<file path="src/verilog/tx_pkg.sv">
`default_nettype none

package tx_pkg;

    // Widths with a meaning of their own
    typedef logic [15:0] word_t;      // Parallel word from the word source
    typedef logic [3:0]  quad_t;      // One quarter-rate nibble
    typedef logic [3:0]  phase_t;     // Bit position inside a word
    typedef logic [1:0]  cfg_addr_t;  // Register address

    // Register map
    localparam cfg_addr_t ADDR_CTRL    = 2'd0;  // Control bits in [3:0]
    localparam cfg_addr_t ADDR_PATTERN = 2'd1;  // Fixed pattern word

    // Control bit positions inside ADDR_CTRL
    localparam int unsigned CTRL_EN   = 0;
    localparam int unsigned CTRL_SWAP = 1;
    localparam int unsigned CTRL_LSB  = 2;
    localparam int unsigned CTRL_PAT  = 3;

    // Transmitter controls as seen by the datapath, 20 bits
    typedef struct packed {
        logic  en;         // Transmitter enable
        logic  swap_pol;   // Exchange dout_p and dout_n
        logic  lsb_first;  // din[0] goes out first
        logic  pat_en;     // Send pattern instead of din
        word_t pattern;    // Fixed pattern word
    } tx_cfg_t;

endpackage

`default_nettype wire
</file>
<file path="src/verilog/tx_top.sv">
`timescale 1ns/1ps

`default_nettype none

module tx_top import tx_pkg::*; (
    input  wire logic      mdll_clk,     // Bit-rate clock from MDLL
    input  wire logic      arst_n,
    input  wire word_t     din,          // Word from the external source
    input  wire logic      cfg_we,
    input  wire cfg_addr_t cfg_addr,
    input  wire word_t     cfg_wdata,
    output word_t          cfg_rdata,
    output logic           prbs_strobe,  // Next word request
    output logic           dout_p,
    output logic           dout_n
);

    tx_cfg_t cfg;          // Controls to the datapath
    logic    quad_strobe;  // Nibble pacing
    quad_t   quad;         // 16:4 to 4:1 nibble

    // Register block beside the datapath
    tx_cfg_regs u_cfg_regs (
        .mdll_clk  (mdll_clk),
        .arst_n    (arst_n),
        .cfg_we    (cfg_we),
        .cfg_addr  (cfg_addr),
        .cfg_wdata (cfg_wdata),
        .cfg_rdata (cfg_rdata),
        .cfg       (cfg)
    );

    // Strobes in place of divided clocks
    tx_phase_div u_phase_div (
        .mdll_clk    (mdll_clk),
        .arst_n      (arst_n),
        .cfg         (cfg),
        .quad_strobe (quad_strobe),
        .prbs_strobe (prbs_strobe)
    );

    // Half-rate stage, word to nibbles
    hr_16t4_mux u_hr_mux (
        .mdll_clk    (mdll_clk),
        .arst_n      (arst_n),
        .cfg         (cfg),
        .din         (din),
        .quad_strobe (quad_strobe),
        .prbs_strobe (prbs_strobe),
        .quad        (quad)
    );

    // Quarter-rate stage, nibble to line
    qr_4t1_mux u_qr_mux (
        .mdll_clk (mdll_clk),
        .arst_n   (arst_n),
        .cfg      (cfg),
        .quad     (quad),
        .dout_p   (dout_p),
        .dout_n   (dout_n)
    );

endmodule

`default_nettype wire

</file>
<file path="src/verilog/qr_4t1_mux.sv">
`timescale 1ns/1ps

`default_nettype none

module qr_4t1_mux import tx_pkg::*; (
    input  wire logic    mdll_clk,  // Bit-rate clock
    input  wire logic    arst_n,
    input  wire tx_cfg_t cfg,
    input  wire quad_t   quad,      // Nibble from the 16:4 stage
    output logic         dout_p,
    output logic         dout_n
);

    logic [1:0] qphase;  // 0 Q, 1 I, 2 QB, 3 IB
    logic       bit_q;   // Output register
    logic       line_bit;

    // Runs in step with the low bits of the word phase
    always_ff @(posedge mdll_clk or negedge arst_n) begin
        if (!arst_n) begin
            qphase <= '0;
        end else if (!cfg.en) begin
            qphase <= '0;
        end else begin
            qphase <= qphase + 2'd1;
        end
    end

    // One bit per cycle, Q first
    always_ff @(posedge mdll_clk or negedge arst_n) begin
        if (!arst_n) begin
            bit_q <= 1'b0;
        end else if (!cfg.en) begin
            bit_q <= 1'b0;
        end else begin
            bit_q <= quad[qphase];
        end
    end

    assign line_bit = bit_q ^ cfg.swap_pol;  // Swap exchanges the pins

    // Differential pair, both low when off
    assign dout_p = cfg.en & line_bit;
    assign dout_n = cfg.en & ~line_bit;

    // Pins must stay complementary through a running stream
    a_diff_pair: assert property (
        @(posedge mdll_clk) disable iff (!arst_n)
        cfg.en ##1 cfg.en |-> (dout_p ^ dout_n)
    ) else $error("dout_p equals dout_n while enabled");

endmodule

`default_nettype wire

</file>
<file path="src/verilog/hr_16t4_mux.sv">
`timescale 1ns/1ps

`default_nettype none

module hr_16t4_mux import tx_pkg::*; (
    input  wire logic    mdll_clk,     // Bit-rate clock
    input  wire logic    arst_n,
    input  wire tx_cfg_t cfg,
    input  wire word_t   din,          // Valid while prbs_strobe is high
    input  wire logic    quad_strobe,
    input  wire logic    prbs_strobe,
    output quad_t        quad          // Nibble to the 4:1 stage
);

    word_t src_word;  // din or pattern
    word_t reo_word;  // Interleaved word
    word_t word_q;    // Remaining nibbles, shifted down

    // Bits of nibble 0 sit at 0, 4, 8, 12
    function automatic quad_t pick_quad(input word_t w);
        pick_quad = {w[12], w[8], w[4], w[0]};
    endfunction

    assign src_word = cfg.pat_en ? cfg.pattern : din;

    // Position 4k+j carries send slot 4j+k
    always_comb begin
        for (int k = 0; k < 4; k++) begin
            for (int j = 0; j < 4; j++) begin
                if (cfg.lsb_first)
                    reo_word[4*k+j] = src_word[4*j+k];       // Slot 0 is din[0]
                else
                    reo_word[4*k+j] = src_word[15-(4*j+k)];  // Slot 0 is din[15]
            end
        end
    end

    // Nibble 0 goes straight out, rest waits in word_q
    always_ff @(posedge mdll_clk or negedge arst_n) begin
        if (!arst_n) begin
            word_q <= '0;
            quad   <= '0;
        end else if (prbs_strobe) begin
            word_q <= reo_word >> 1;
            quad   <= pick_quad(reo_word);
        end else if (quad_strobe) begin
            word_q <= word_q >> 1;  // Next nibble moves to 0, 4, 8, 12
            quad   <= pick_quad(word_q);
        end
    end

    // Strobes must stay quiet while the transmitter is off
    a_no_strobe_disabled: assert property (
        @(posedge mdll_clk) disable iff (!arst_n)
        !cfg.en |-> !quad_strobe
    ) else $error("quad_strobe while transmitter disabled");

endmodule

`default_nettype wire

</file>
<file path="src/verilog/tx_phase_div.sv">
`timescale 1ns/1ps

`default_nettype none

module tx_phase_div import tx_pkg::*; (
    input  wire logic    mdll_clk,     // Bit-rate clock
    input  wire logic    arst_n,
    input  wire tx_cfg_t cfg,
    output logic         quad_strobe,  // Last bit of a nibble
    output logic         prbs_strobe   // Last bit of a word, asks for next din
);

    phase_t phase;  // Bit position in the current word

    // Replaces the div-by-2 chain, free runs 0..15 while enabled
    always_ff @(posedge mdll_clk or negedge arst_n) begin
        if (!arst_n) begin
            phase <= '0;
        end else if (!cfg.en) begin
            phase <= '0;  // Parked until enabled
        end else begin
            phase <= phase + phase_t'(1);  // Wraps 15 -> 0
        end
    end

    // Phases 3, 7, 11, 15
    assign quad_strobe = cfg.en & (phase[1:0] == 2'b11);

    // Phase 15 only, stands in for clk_prbsgen
    assign prbs_strobe = cfg.en & (phase == phase_t'(15));

    // Word boundary is always a nibble boundary too
    a_prbs_on_quad: assert property (
        @(posedge mdll_clk) disable iff (!arst_n)
        prbs_strobe |-> quad_strobe
    ) else $error("prbs_strobe without quad_strobe");

endmodule

`default_nettype wire

</file>
<file path="src/verilog/tx_cfg_regs.sv">
`timescale 1ns/1ps

`default_nettype none

module tx_cfg_regs import tx_pkg::*; (
    input  wire logic      mdll_clk,   // Bit-rate clock
    input  wire logic      arst_n,
    input  wire logic      cfg_we,     // Write strobe
    input  wire cfg_addr_t cfg_addr,
    input  wire word_t     cfg_wdata,
    output word_t          cfg_rdata,  // Combinational read-back
    output tx_cfg_t        cfg
);

    logic [3:0] ctrl_q;     // en, swap, lsb, pat
    word_t      pattern_q;

    // Write decode, one cycle to cfg
    always_ff @(posedge mdll_clk or negedge arst_n) begin
        if (!arst_n) begin
            ctrl_q    <= '0;
            pattern_q <= '0;
        end else if (cfg_we) begin
            case (cfg_addr)
                ADDR_CTRL:    ctrl_q    <= cfg_wdata[3:0];
                ADDR_PATTERN: pattern_q <= cfg_wdata;
                default:      ;  // Unmapped address, write dropped
            endcase
        end
    end

    // Fan control bits out into the struct
    always_comb begin
        cfg.en        = ctrl_q[CTRL_EN];
        cfg.swap_pol  = ctrl_q[CTRL_SWAP];
        cfg.lsb_first = ctrl_q[CTRL_LSB];
        cfg.pat_en    = ctrl_q[CTRL_PAT];
        cfg.pattern   = pattern_q;
    end

    // Read mux, unused bits zero
    always_comb begin
        case (cfg_addr)
            ADDR_CTRL:    cfg_rdata = {12'd0, ctrl_q};
            ADDR_PATTERN: cfg_rdata = pattern_q;
            default:      cfg_rdata = '0;
        endcase
    end

    // A write must hit a defined register
    a_we_addr_known: assert property (
        @(posedge mdll_clk) disable iff (!arst_n)
        cfg_we |-> !$isunknown(cfg_addr)
    ) else $error("cfg_addr unknown during a register write");

endmodule

`default_nettype wire

</file>
<file path="config.mk">
export PLATFORM = sky130hd
export DESIGN_NAME = tx_top
export DESIGN_NICKNAME = d
export VERILOG_FILES = /design/src/verilog/tx_pkg.sv /design/src/verilog/tx_top.sv /design/src/verilog/qr_4t1_mux.sv /design/src/verilog/hr_16t4_mux.sv /design/src/verilog/tx_phase_div.sv /design/src/verilog/tx_cfg_regs.sv
export SDC_FILE = /design/constraint.sdc
export NUM_CORES = 1
export LEC_CHECK = 0
export ABC_AREA = 1
export BUFFER_PORTS_ARGS = -buffer_cell sky130_fd_sc_hd__buf_2
export CELL_PAD_IN_SITES_DETAIL_PLACEMENT = 1
export CELL_PAD_IN_SITES_GLOBAL_PLACEMENT = 2
export CORE_MARGIN = 10
export CORE_UTILIZATION = 32
export DETAILED_ROUTE_END_ITERATION = 7
export PLACE_DENSITY = 0.86
export SYNTH_ARGS = -nofsm -noshare
export SYNTH_HDL_FRONTEND = slang
export SYNTH_SLANG_ARGS = --single-unit
</file>
<file path="constraint.sdc">
create_clock -name mdll_clk -period 3.4 [get_ports mdll_clk]
set_input_delay 0.17 -clock mdll_clk [delete_from_list [all_inputs] [get_ports mdll_clk]]
set_output_delay 0.17 -clock mdll_clk [all_outputs]
set_load 0.02 [all_outputs]
</file>
==> reports/qor.csv, run 1 <==
stage;metric;value;unit
timing;fmax;538.7;MHz
floorplan;pin_count;56;
floorplan;rows;30;
pwr;p_clk_frac;0.248;
floorplan;initial_core_util;0.3304;
timing;slew_viol_final;0;
yosys;synth_edf_count;0;
yosys;synth_top_area_frac;0.4767;
timing;max_slew.worst_pin.slew;0.9676;ns
global_route;track_usage;0.1207;
placement;dp_hpwl;4.970;mm
critical_path;slowest_delay;0.72;ns
placement;portBuffers;55;
yosys;netlist_instances;298;
yosys;synthArstFlopShare;1.000;
pwr;p_leak;1.312;nW
clock_tree;cts_resized;0;
timing;grt_setup_unrepaired;no;
pwr;p_sw_frac;0.3311;
critical_path;crit_path_max_fanout;18;
clock_tree;clk_latency;0.29;ns
timing;setup_tns;0;ns
critical_path;crit_slowest_cell;dfrtp_1;
yosys;yosysWarnings;0;
detailed_routing;viasPerCell;4.723;
yosys;yosys-top-cells-count;nand3_1 (49), nor2_1 (49), nand2_1 (48), dfrtp_1 (43), a21oi_1 (42);
floorplan;dieArea;0.01081;mm^2
detailed_routing;wl_per_cell;14.63;um
yosys;synth_ff_type;dfrtp_1;
timing;setup_viol;0;
yosys;synth_fp_nets;336;
placement;routabilityCongestion;0.7661;
timing;period_minus_slack;1.856;ns
finish;area_growth_syn_to_layout;17.35;%
pwr;p_int;800.4;uW
pwr;power_switching;396.1;uW
detailed_routing;drt-total-wl;6.454;mm
global_route;grt_max_degree;44;
pwr;seqPwrFrac;0.522;
clock_tree;numCtsBuffers;5;
critical_path;critPathKind;flop to output port;
timing;max-slew-margin-rel;0.3549;
detailed_routing;drt_pass1_iterations;4;
detailed_routing;drcViolationCount;0;
timing;final_hold_viol_count;0;
global_route;top_usage_layer;met2;
yosys;ys_ff_latch;43;
global_route;grt_use_met1;0.1514;
clock_tree;cts_tree;done;
global_route;globalRouteOverflowTotal;0;
yosys;synth.avg_cell_area;7.574;um^2
detailed_routing;vias;2083;
clock_tree;postCtsSetupRepairBufs;0;
critical_path;cp.arrival;1.69;ns
floorplan;fp.dieH;104.0;um
critical_path;cp_data_required_time;3.23;ns
yosys;yosysSeqAreaShare;0.4767;
timing;setup_slack;1.544;ns
yosys;yosysTopAreaCell;dfrtp_1;
detailed_routing;antenna_left;0;
job;drv_cap;0;
floorplan;fp.dieW;104.0;um
finish;diodes;0;
outcome;outcome;complete, no violations;
pwr;powerDensity;451.7;mW/mm^2
timing;post-route-period-util;0.5459;
min_path;hold_path.class;primary input to asynchronous set/reset pin;
pwr;vdd_ir_drop_max;0.1734;mV
clock_tree;htree_levels;2;
finish;fin_util;0.3877;
finish;drive_gt1_frac;0.2029;
detailed_routing;drt_iter0_markers;104;
placement;dp.cells;435;
critical_path;crit_chain;inv_2 -> o21ai_0 -> buf_2;
clock_tree;holdBufCountCts;0;
global_route;grt_pass1_wl;10.98;mm
clock_tree;root_buffer;clkbuf_8;
critical_path;start_kind;flop;
finish;nets;384;
yosys;synthTopCellsByArea;dfrtp_1 (48%), nand3_1 (11%), a21oi_1 (9.3%);
yosys;synth_cell_types;21;
placement;pre_cts_ws;1.795;ns
yosys;syn_area;0.002257;mm^2
clock_tree;path_clk_slew;0.07;ns
clock_tree;clk_path_buf_depth;2;
critical_path;end_kind;output port;
clock_tree;cts.sinks;43;
finish;fin_cells;441;
floorplan;core_area;0.006832;mm^2
timing;finClkSkew;0.002968;ns
pwr;power_frac_comb;0.230;
global_route;grtUsageMet3;0.03717;
global_route;antenna_found_initial;0;
global_route;grt.met2_usage;0.1950;
global_route;grt_pass1_vias;2258;
==> through the flow <==
| stage | power, mW | cell area, um^2 | hold WS [ns] |
|---|---|---|---|
| final | 1.197 | 2649 | 0.03033 |
| after global routing | 1.286 | 2649 | 0.1123 |
| after CTS | 1.219 | 2649 | 0.08457 |
| after detailed placement | 0.9176 | 2576 | 0.4042 |
| after global placement | 0.9054 | 2576 | 0.3922 |
| after floorplan | 0.8156 | 2257 | -0.1256 |
==> layer usage <==
| metal | vias to the layer above | share of wire | routed length [um] |
|---|---|---|---|
| met1 | 979 | 0.47 | 3034 |
| met3 | 5 | 0.039 | 252 |
| li1 | 1066 | - | - |
| met2 | 33 | 0.48 | 3093 |
| met5 | - | 0 | 0 |
| met4 | 0 | 0.011 | 73 |
==> power by group through the flow <==
stage | sequential, mW | combinational, mW | clock, mW
detailed placement | 0.636 | 0.282 | 0
CTS | 0.626 | 0.283 | 0.311
finish | 0.625 | 0.275 | 0.297
global route | 0.636 | 0.320 | 0.329
global placement | 0.633 | 0.272 | 0
floorplan | 0.605 | 0.211 | 0
==> worst max-delay path, delay by kind of cell, from the launching register on <==
kind / cells / cell delay, ns
AOI/OAI and AO/OA: 1 / 0.21
buffers and inverters: 2 / 0.46
DFF: 1 / 0.72
==> final cells by class <==
| class | instances | area [um^2] |
|---|---|---|
| clock buffers | 6 | 72.57 |
| fillers | 915 | 4183 |
| inverters | 27 | 101.3 |
| multi-input cells | 214 | 1003 |
| flip-flops and latches | 43 | 1076 |
| well taps | 96 | 120.1 |
| repair buffers | 55 | 275.3 |
==> cell families (layout without fill, tap and decap cells) <==
logic type,count (synthesis),in the layout,share of synthesized area
xor+xnor,2,2,0.007762
flops,43,43,0.4767
simple gates,150,150,0.2894
fa+ha+maj,1,1,0.005542
buf+inv,41,88,0.07871
compound gates,61,61,0.1419
==> cells in the final DEF, fill, tap and decap left out <==
| cell | n |
|---|---|
| buf_2 | 55 |
| a21oi_1 | 42 |
| nand2_4 | 1 |
| clkbuf_8 | 5 |
| nand2_2 | 1 |
| a21oi_2 | 3 |
| clkbuf_1 | 1 |
| ha_1 | 1 |
| nand2_1 | 48 |
| xor2_1 | 2 |
| o21ai_0 | 15 |
| nor2_1 | 49 |
| inv_2 | 3 |
| dfrtp_1 | 43 |
| inv_1 | 24 |
| nand3_1 | 49 |
| a22o_1 | 1 |
| nor2_2 | 1 |
| nor2_8 | 1 |
==> flip-flops by register name, summed over array words and instances, names as in the netlist <==
name                  cells
u_cfg_regs.pattern_q     16
u_hr_mux.word_q          13
u_cfg_regs.ctrl_q         4
u_phase_div.phase         4
u_hr_mux.quad             3
u_qr_mux.qphase           2
u_qr_mux.bit_q            1
==> path summary, 6_finish.rpt <==
check / start / endpoint / slack, ns / cells past startpoint
worst min-delay path: arst_n / u_phase_div.phase[2] / 0.03 / 1
max in group asynchronous: arst_n / u_hr_mux.word_q[1] / 2.77 / 1
worst max register to register: u_cfg_regs.ctrl_q[3] / u_hr_mux.word_q[8] / 1.92 / 5
worst max-delay path: u_cfg_regs.ctrl_q[2] / cfg_rdata[2] / 1.54 / 3
min in group mdll_clk: cfg_wdata[9] / u_cfg_regs.pattern_q[9] / 0.12 / 3
worst min register to register: u_phase_div.phase[0] / u_phase_div.phase[0] / 0.47 / 1
Note: power is estimated with default switching activity, not from simulation.
==> inputs of run 2 (changes only) <==
--- a/config.mk
+++ b/config.mk
@@ -10,9 +10,9 @@
 export CELL_PAD_IN_SITES_DETAIL_PLACEMENT = 1
 export CELL_PAD_IN_SITES_GLOBAL_PLACEMENT = 2
 export CORE_MARGIN = 10
-export CORE_UTILIZATION = 32
+export CORE_UTILIZATION = 27
 export DETAILED_ROUTE_END_ITERATION = 7
-export PLACE_DENSITY = 0.86
+export PLACE_DENSITY = 0.77
 export SYNTH_ARGS = -nofsm -noshare
 export SYNTH_HDL_FRONTEND = slang
 export SYNTH_SLANG_ARGS = --single-unit
==> constraint.sdc (replaced) <==
create_clock -name mdll_clk -period 1.55 [get_ports mdll_clk]
set_input_delay 0.0775 -clock mdll_clk [delete_from_list [all_inputs] [get_ports mdll_clk]]
set_output_delay 0.0775 -clock mdll_clk [all_outputs]
set_load 0.02 [all_outputs]
==> run 2 against run 1 <==
Net effect:
- clock power grew to 3.1 times the previous value
- worst hold slack gained 0.00090 ns
- first-iteration DRC count shrank 39%
- count of clock-buffer cells in the layout is the same
- sequential power grew 120%
- sequential share of layout area shrank 2.2 points
- power grew 140%
- combinational power grew 140%
- register-to-register slack lost 1.8 ns
==> reports/qor.csv, run 2 (synthesis results as in run 1) <==
stage;metric;value;unit
global_route;track_usage;0.1060;
clock_tree;root_buffer;clkbuf_8;
critical_path;end_kind;output port;
finish;nets;392;
timing;period_minus_slack;1.420;ns
detailed_routing;antenna_left;0;
timing;max-slew-margin-rel;0.6572;
floorplan;fp.dieH;111.4;um
finish;fin_util;0.3428;
critical_path;crit_slowest_cell;dfrtp_1;
clock_tree;htree_levels;2;
global_route;grt_pass1_vias;2287;
floorplan;dieArea;0.01242;mm^2
pwr;p_leak;1.366;nW
timing;final_hold_viol_count;0;
floorplan;rows;33;
floorplan;fp.dieW;111.4;um
critical_path;crit_chain;ha_4 -> nand2_8 -> nor2_8 -> buf_2;
detailed_routing;drcViolationCount;0;
global_route;grt_use_met1;0.1415;
outcome;outcome;complete, no violations;
placement;pre_cts_ws;0.1222;ns
clock_tree;cts_tree;done;
timing;setup_tns;0;ns
clock_tree;clk_path_buf_depth;2;
placement;portBuffers;55;
global_route;globalRouteOverflowTotal;0;
detailed_routing;wl_per_cell;14.40;um
global_route;top_usage_layer;met2;
finish;largest_reg_flops;16;
placement;routabilityCongestion;0.7568;
critical_path;start_kind;flop;
detailed_routing;drt_iter0_markers;63;
finish;largest_register;u_cfg_regs.pattern_q;
floorplan;pin_count;56;
min_path;hold_path.class;primary input to flop;
pwr;powerDensity;1043;mW/mm^2
timing;grt_setup_unrepaired;no;
critical_path;slowest_delay;0.41;ns
job;drv_cap;0;
timing;setup_viol;0;
detailed_routing;drt-total-wl;6.622;mm
floorplan;initial_core_util;0.2761;
global_route;grt.met2_usage;0.1637;
critical_path;cp.arrival;1.34;ns
timing;post-route-period-util;0.9163;
timing;finClkSkew;0.003951;ns
clock_tree;clk_latency;0.29;ns
global_route;antenna_found_initial;0;
clock_tree;cts.sinks;43;
global_route;grt_pass1_wl;11.30;mm
critical_path;crit_path_max_fanout;18;
global_route;grt_max_degree;33;
pwr;vdd_ir_drop_max;0.3829;mV
critical_path;crit_start;u_phase_div.phase[0];
finish;area_growth_syn_to_layout;24.17;%
detailed_routing;viasPerCell;4.585;
pwr;power;2.923;mW
timing;max_slew.worst_pin.slew;0.5141;ns
min_path;holdCritStartpoint;cfg_wdata[15];
timing;slew_viol_final;0;
floorplan;core_area;0.008175;mm^2
timing;setup_slack;0.1298;ns
finish;mostFrequentLayoutCell;buf_2;
clock_tree;numCtsBuffers;5;
finish;diodes;0;
timing;hold_ws;0.03123;ns
finish;reg_top3;u_cfg_regs.pattern_q: 16 flops, u_hr_mux.word_q: 13 flops;
clock_tree;path_clk_slew;0.08;ns
critical_path;critPathKind;flop to output port;
critical_path;cp_data_required_time;1.47;ns
finish;drive_gt1_frac;0.2310;
detailed_routing;vias;2109;
global_route;grtUsageMet3;0.03221;
critical_path;r2r-start;u_phase_div.phase[0];
finish;final_cell_mix;buf_2 (55), nor2_1 (49), nand3_1 (49);
placement;dp_hpwl;5.210;mm
timing;fmax;704.1;MHz
detailed_routing;drt_pass1_iterations;4;
run 2: changes by cell type in the layout (fill, tap and decap cells not counted), sizes merged:
cell | previous run | this run
bufinv | 0 | 1
buf | 55 | 62
dlygate4sd3 | 0 | 1
clkinv | 0 | 1
run 2: worst paths after layout:
path | to | slack [ns] | cells past startpoint
worst min-delay path | u_cfg_regs.pattern_q[15] | 0.03 | 3
worst min register to register | u_qr_mux.qphase[0] | 0.49 | 1
min in group asynchronous | u_cfg_regs.pattern_q[5] | 0.28 | 2
worst max-delay path | prbs_strobe | 0.13 | 4
max in group asynchronous | u_qr_mux.bit_q | 0.77 | 3
worst max register to register | u_hr_mux.word_q[0] | 0.14 | 6
run 2: per-stage QoR:
stage               cells  cell area (um^2)
global placement      449              2638
detailed placement    449              2638
CTS                   460              2780
floorplan             298              2257
global route          460              2803
finish                460              2803
run 2: what timing repair did:
item	in CTS	in global routing
hold buffers	1	0
setup endpoints to repair	1	14
hold endpoints to repair	20	0
pin swaps	1	0
resized for setup	0	4
setup buffers	2	0
run 2: worst max-delay path, delay by kind of cell (launching register included):
family	cells	cell delay [ns]
simple gates	2	0.25
buf+inv	1	0.18
flops	1	0.41
fa+ha+maj	1	0.20
run 2: final cells by class:
type,instances,area [um^2]
timing repair buffer,63,350.3
clock inverter,2,35.03
multi-input combinational,214,1025
clock buffer,6,82.58
inverter,27,101.3
fill,1037,5373
tap,105,131.4
sequential,43,1077
run 2: routing by layer:
layer / up-vias / share of wire
met5: - / 0
met4: 0 / 0.0097
met3: 7 / 0.047
met2: 41 / 0.46
met1: 979 / 0.48
li1: 1082 / -
run 2: power by group:
| part | switching (mW) | internal, mW |
|---|---|---|
| combinational | 0.434 | 0.234 |
| sequential | 0.0992 | 1.25 |
| clock | 0.388 | 0.522 |
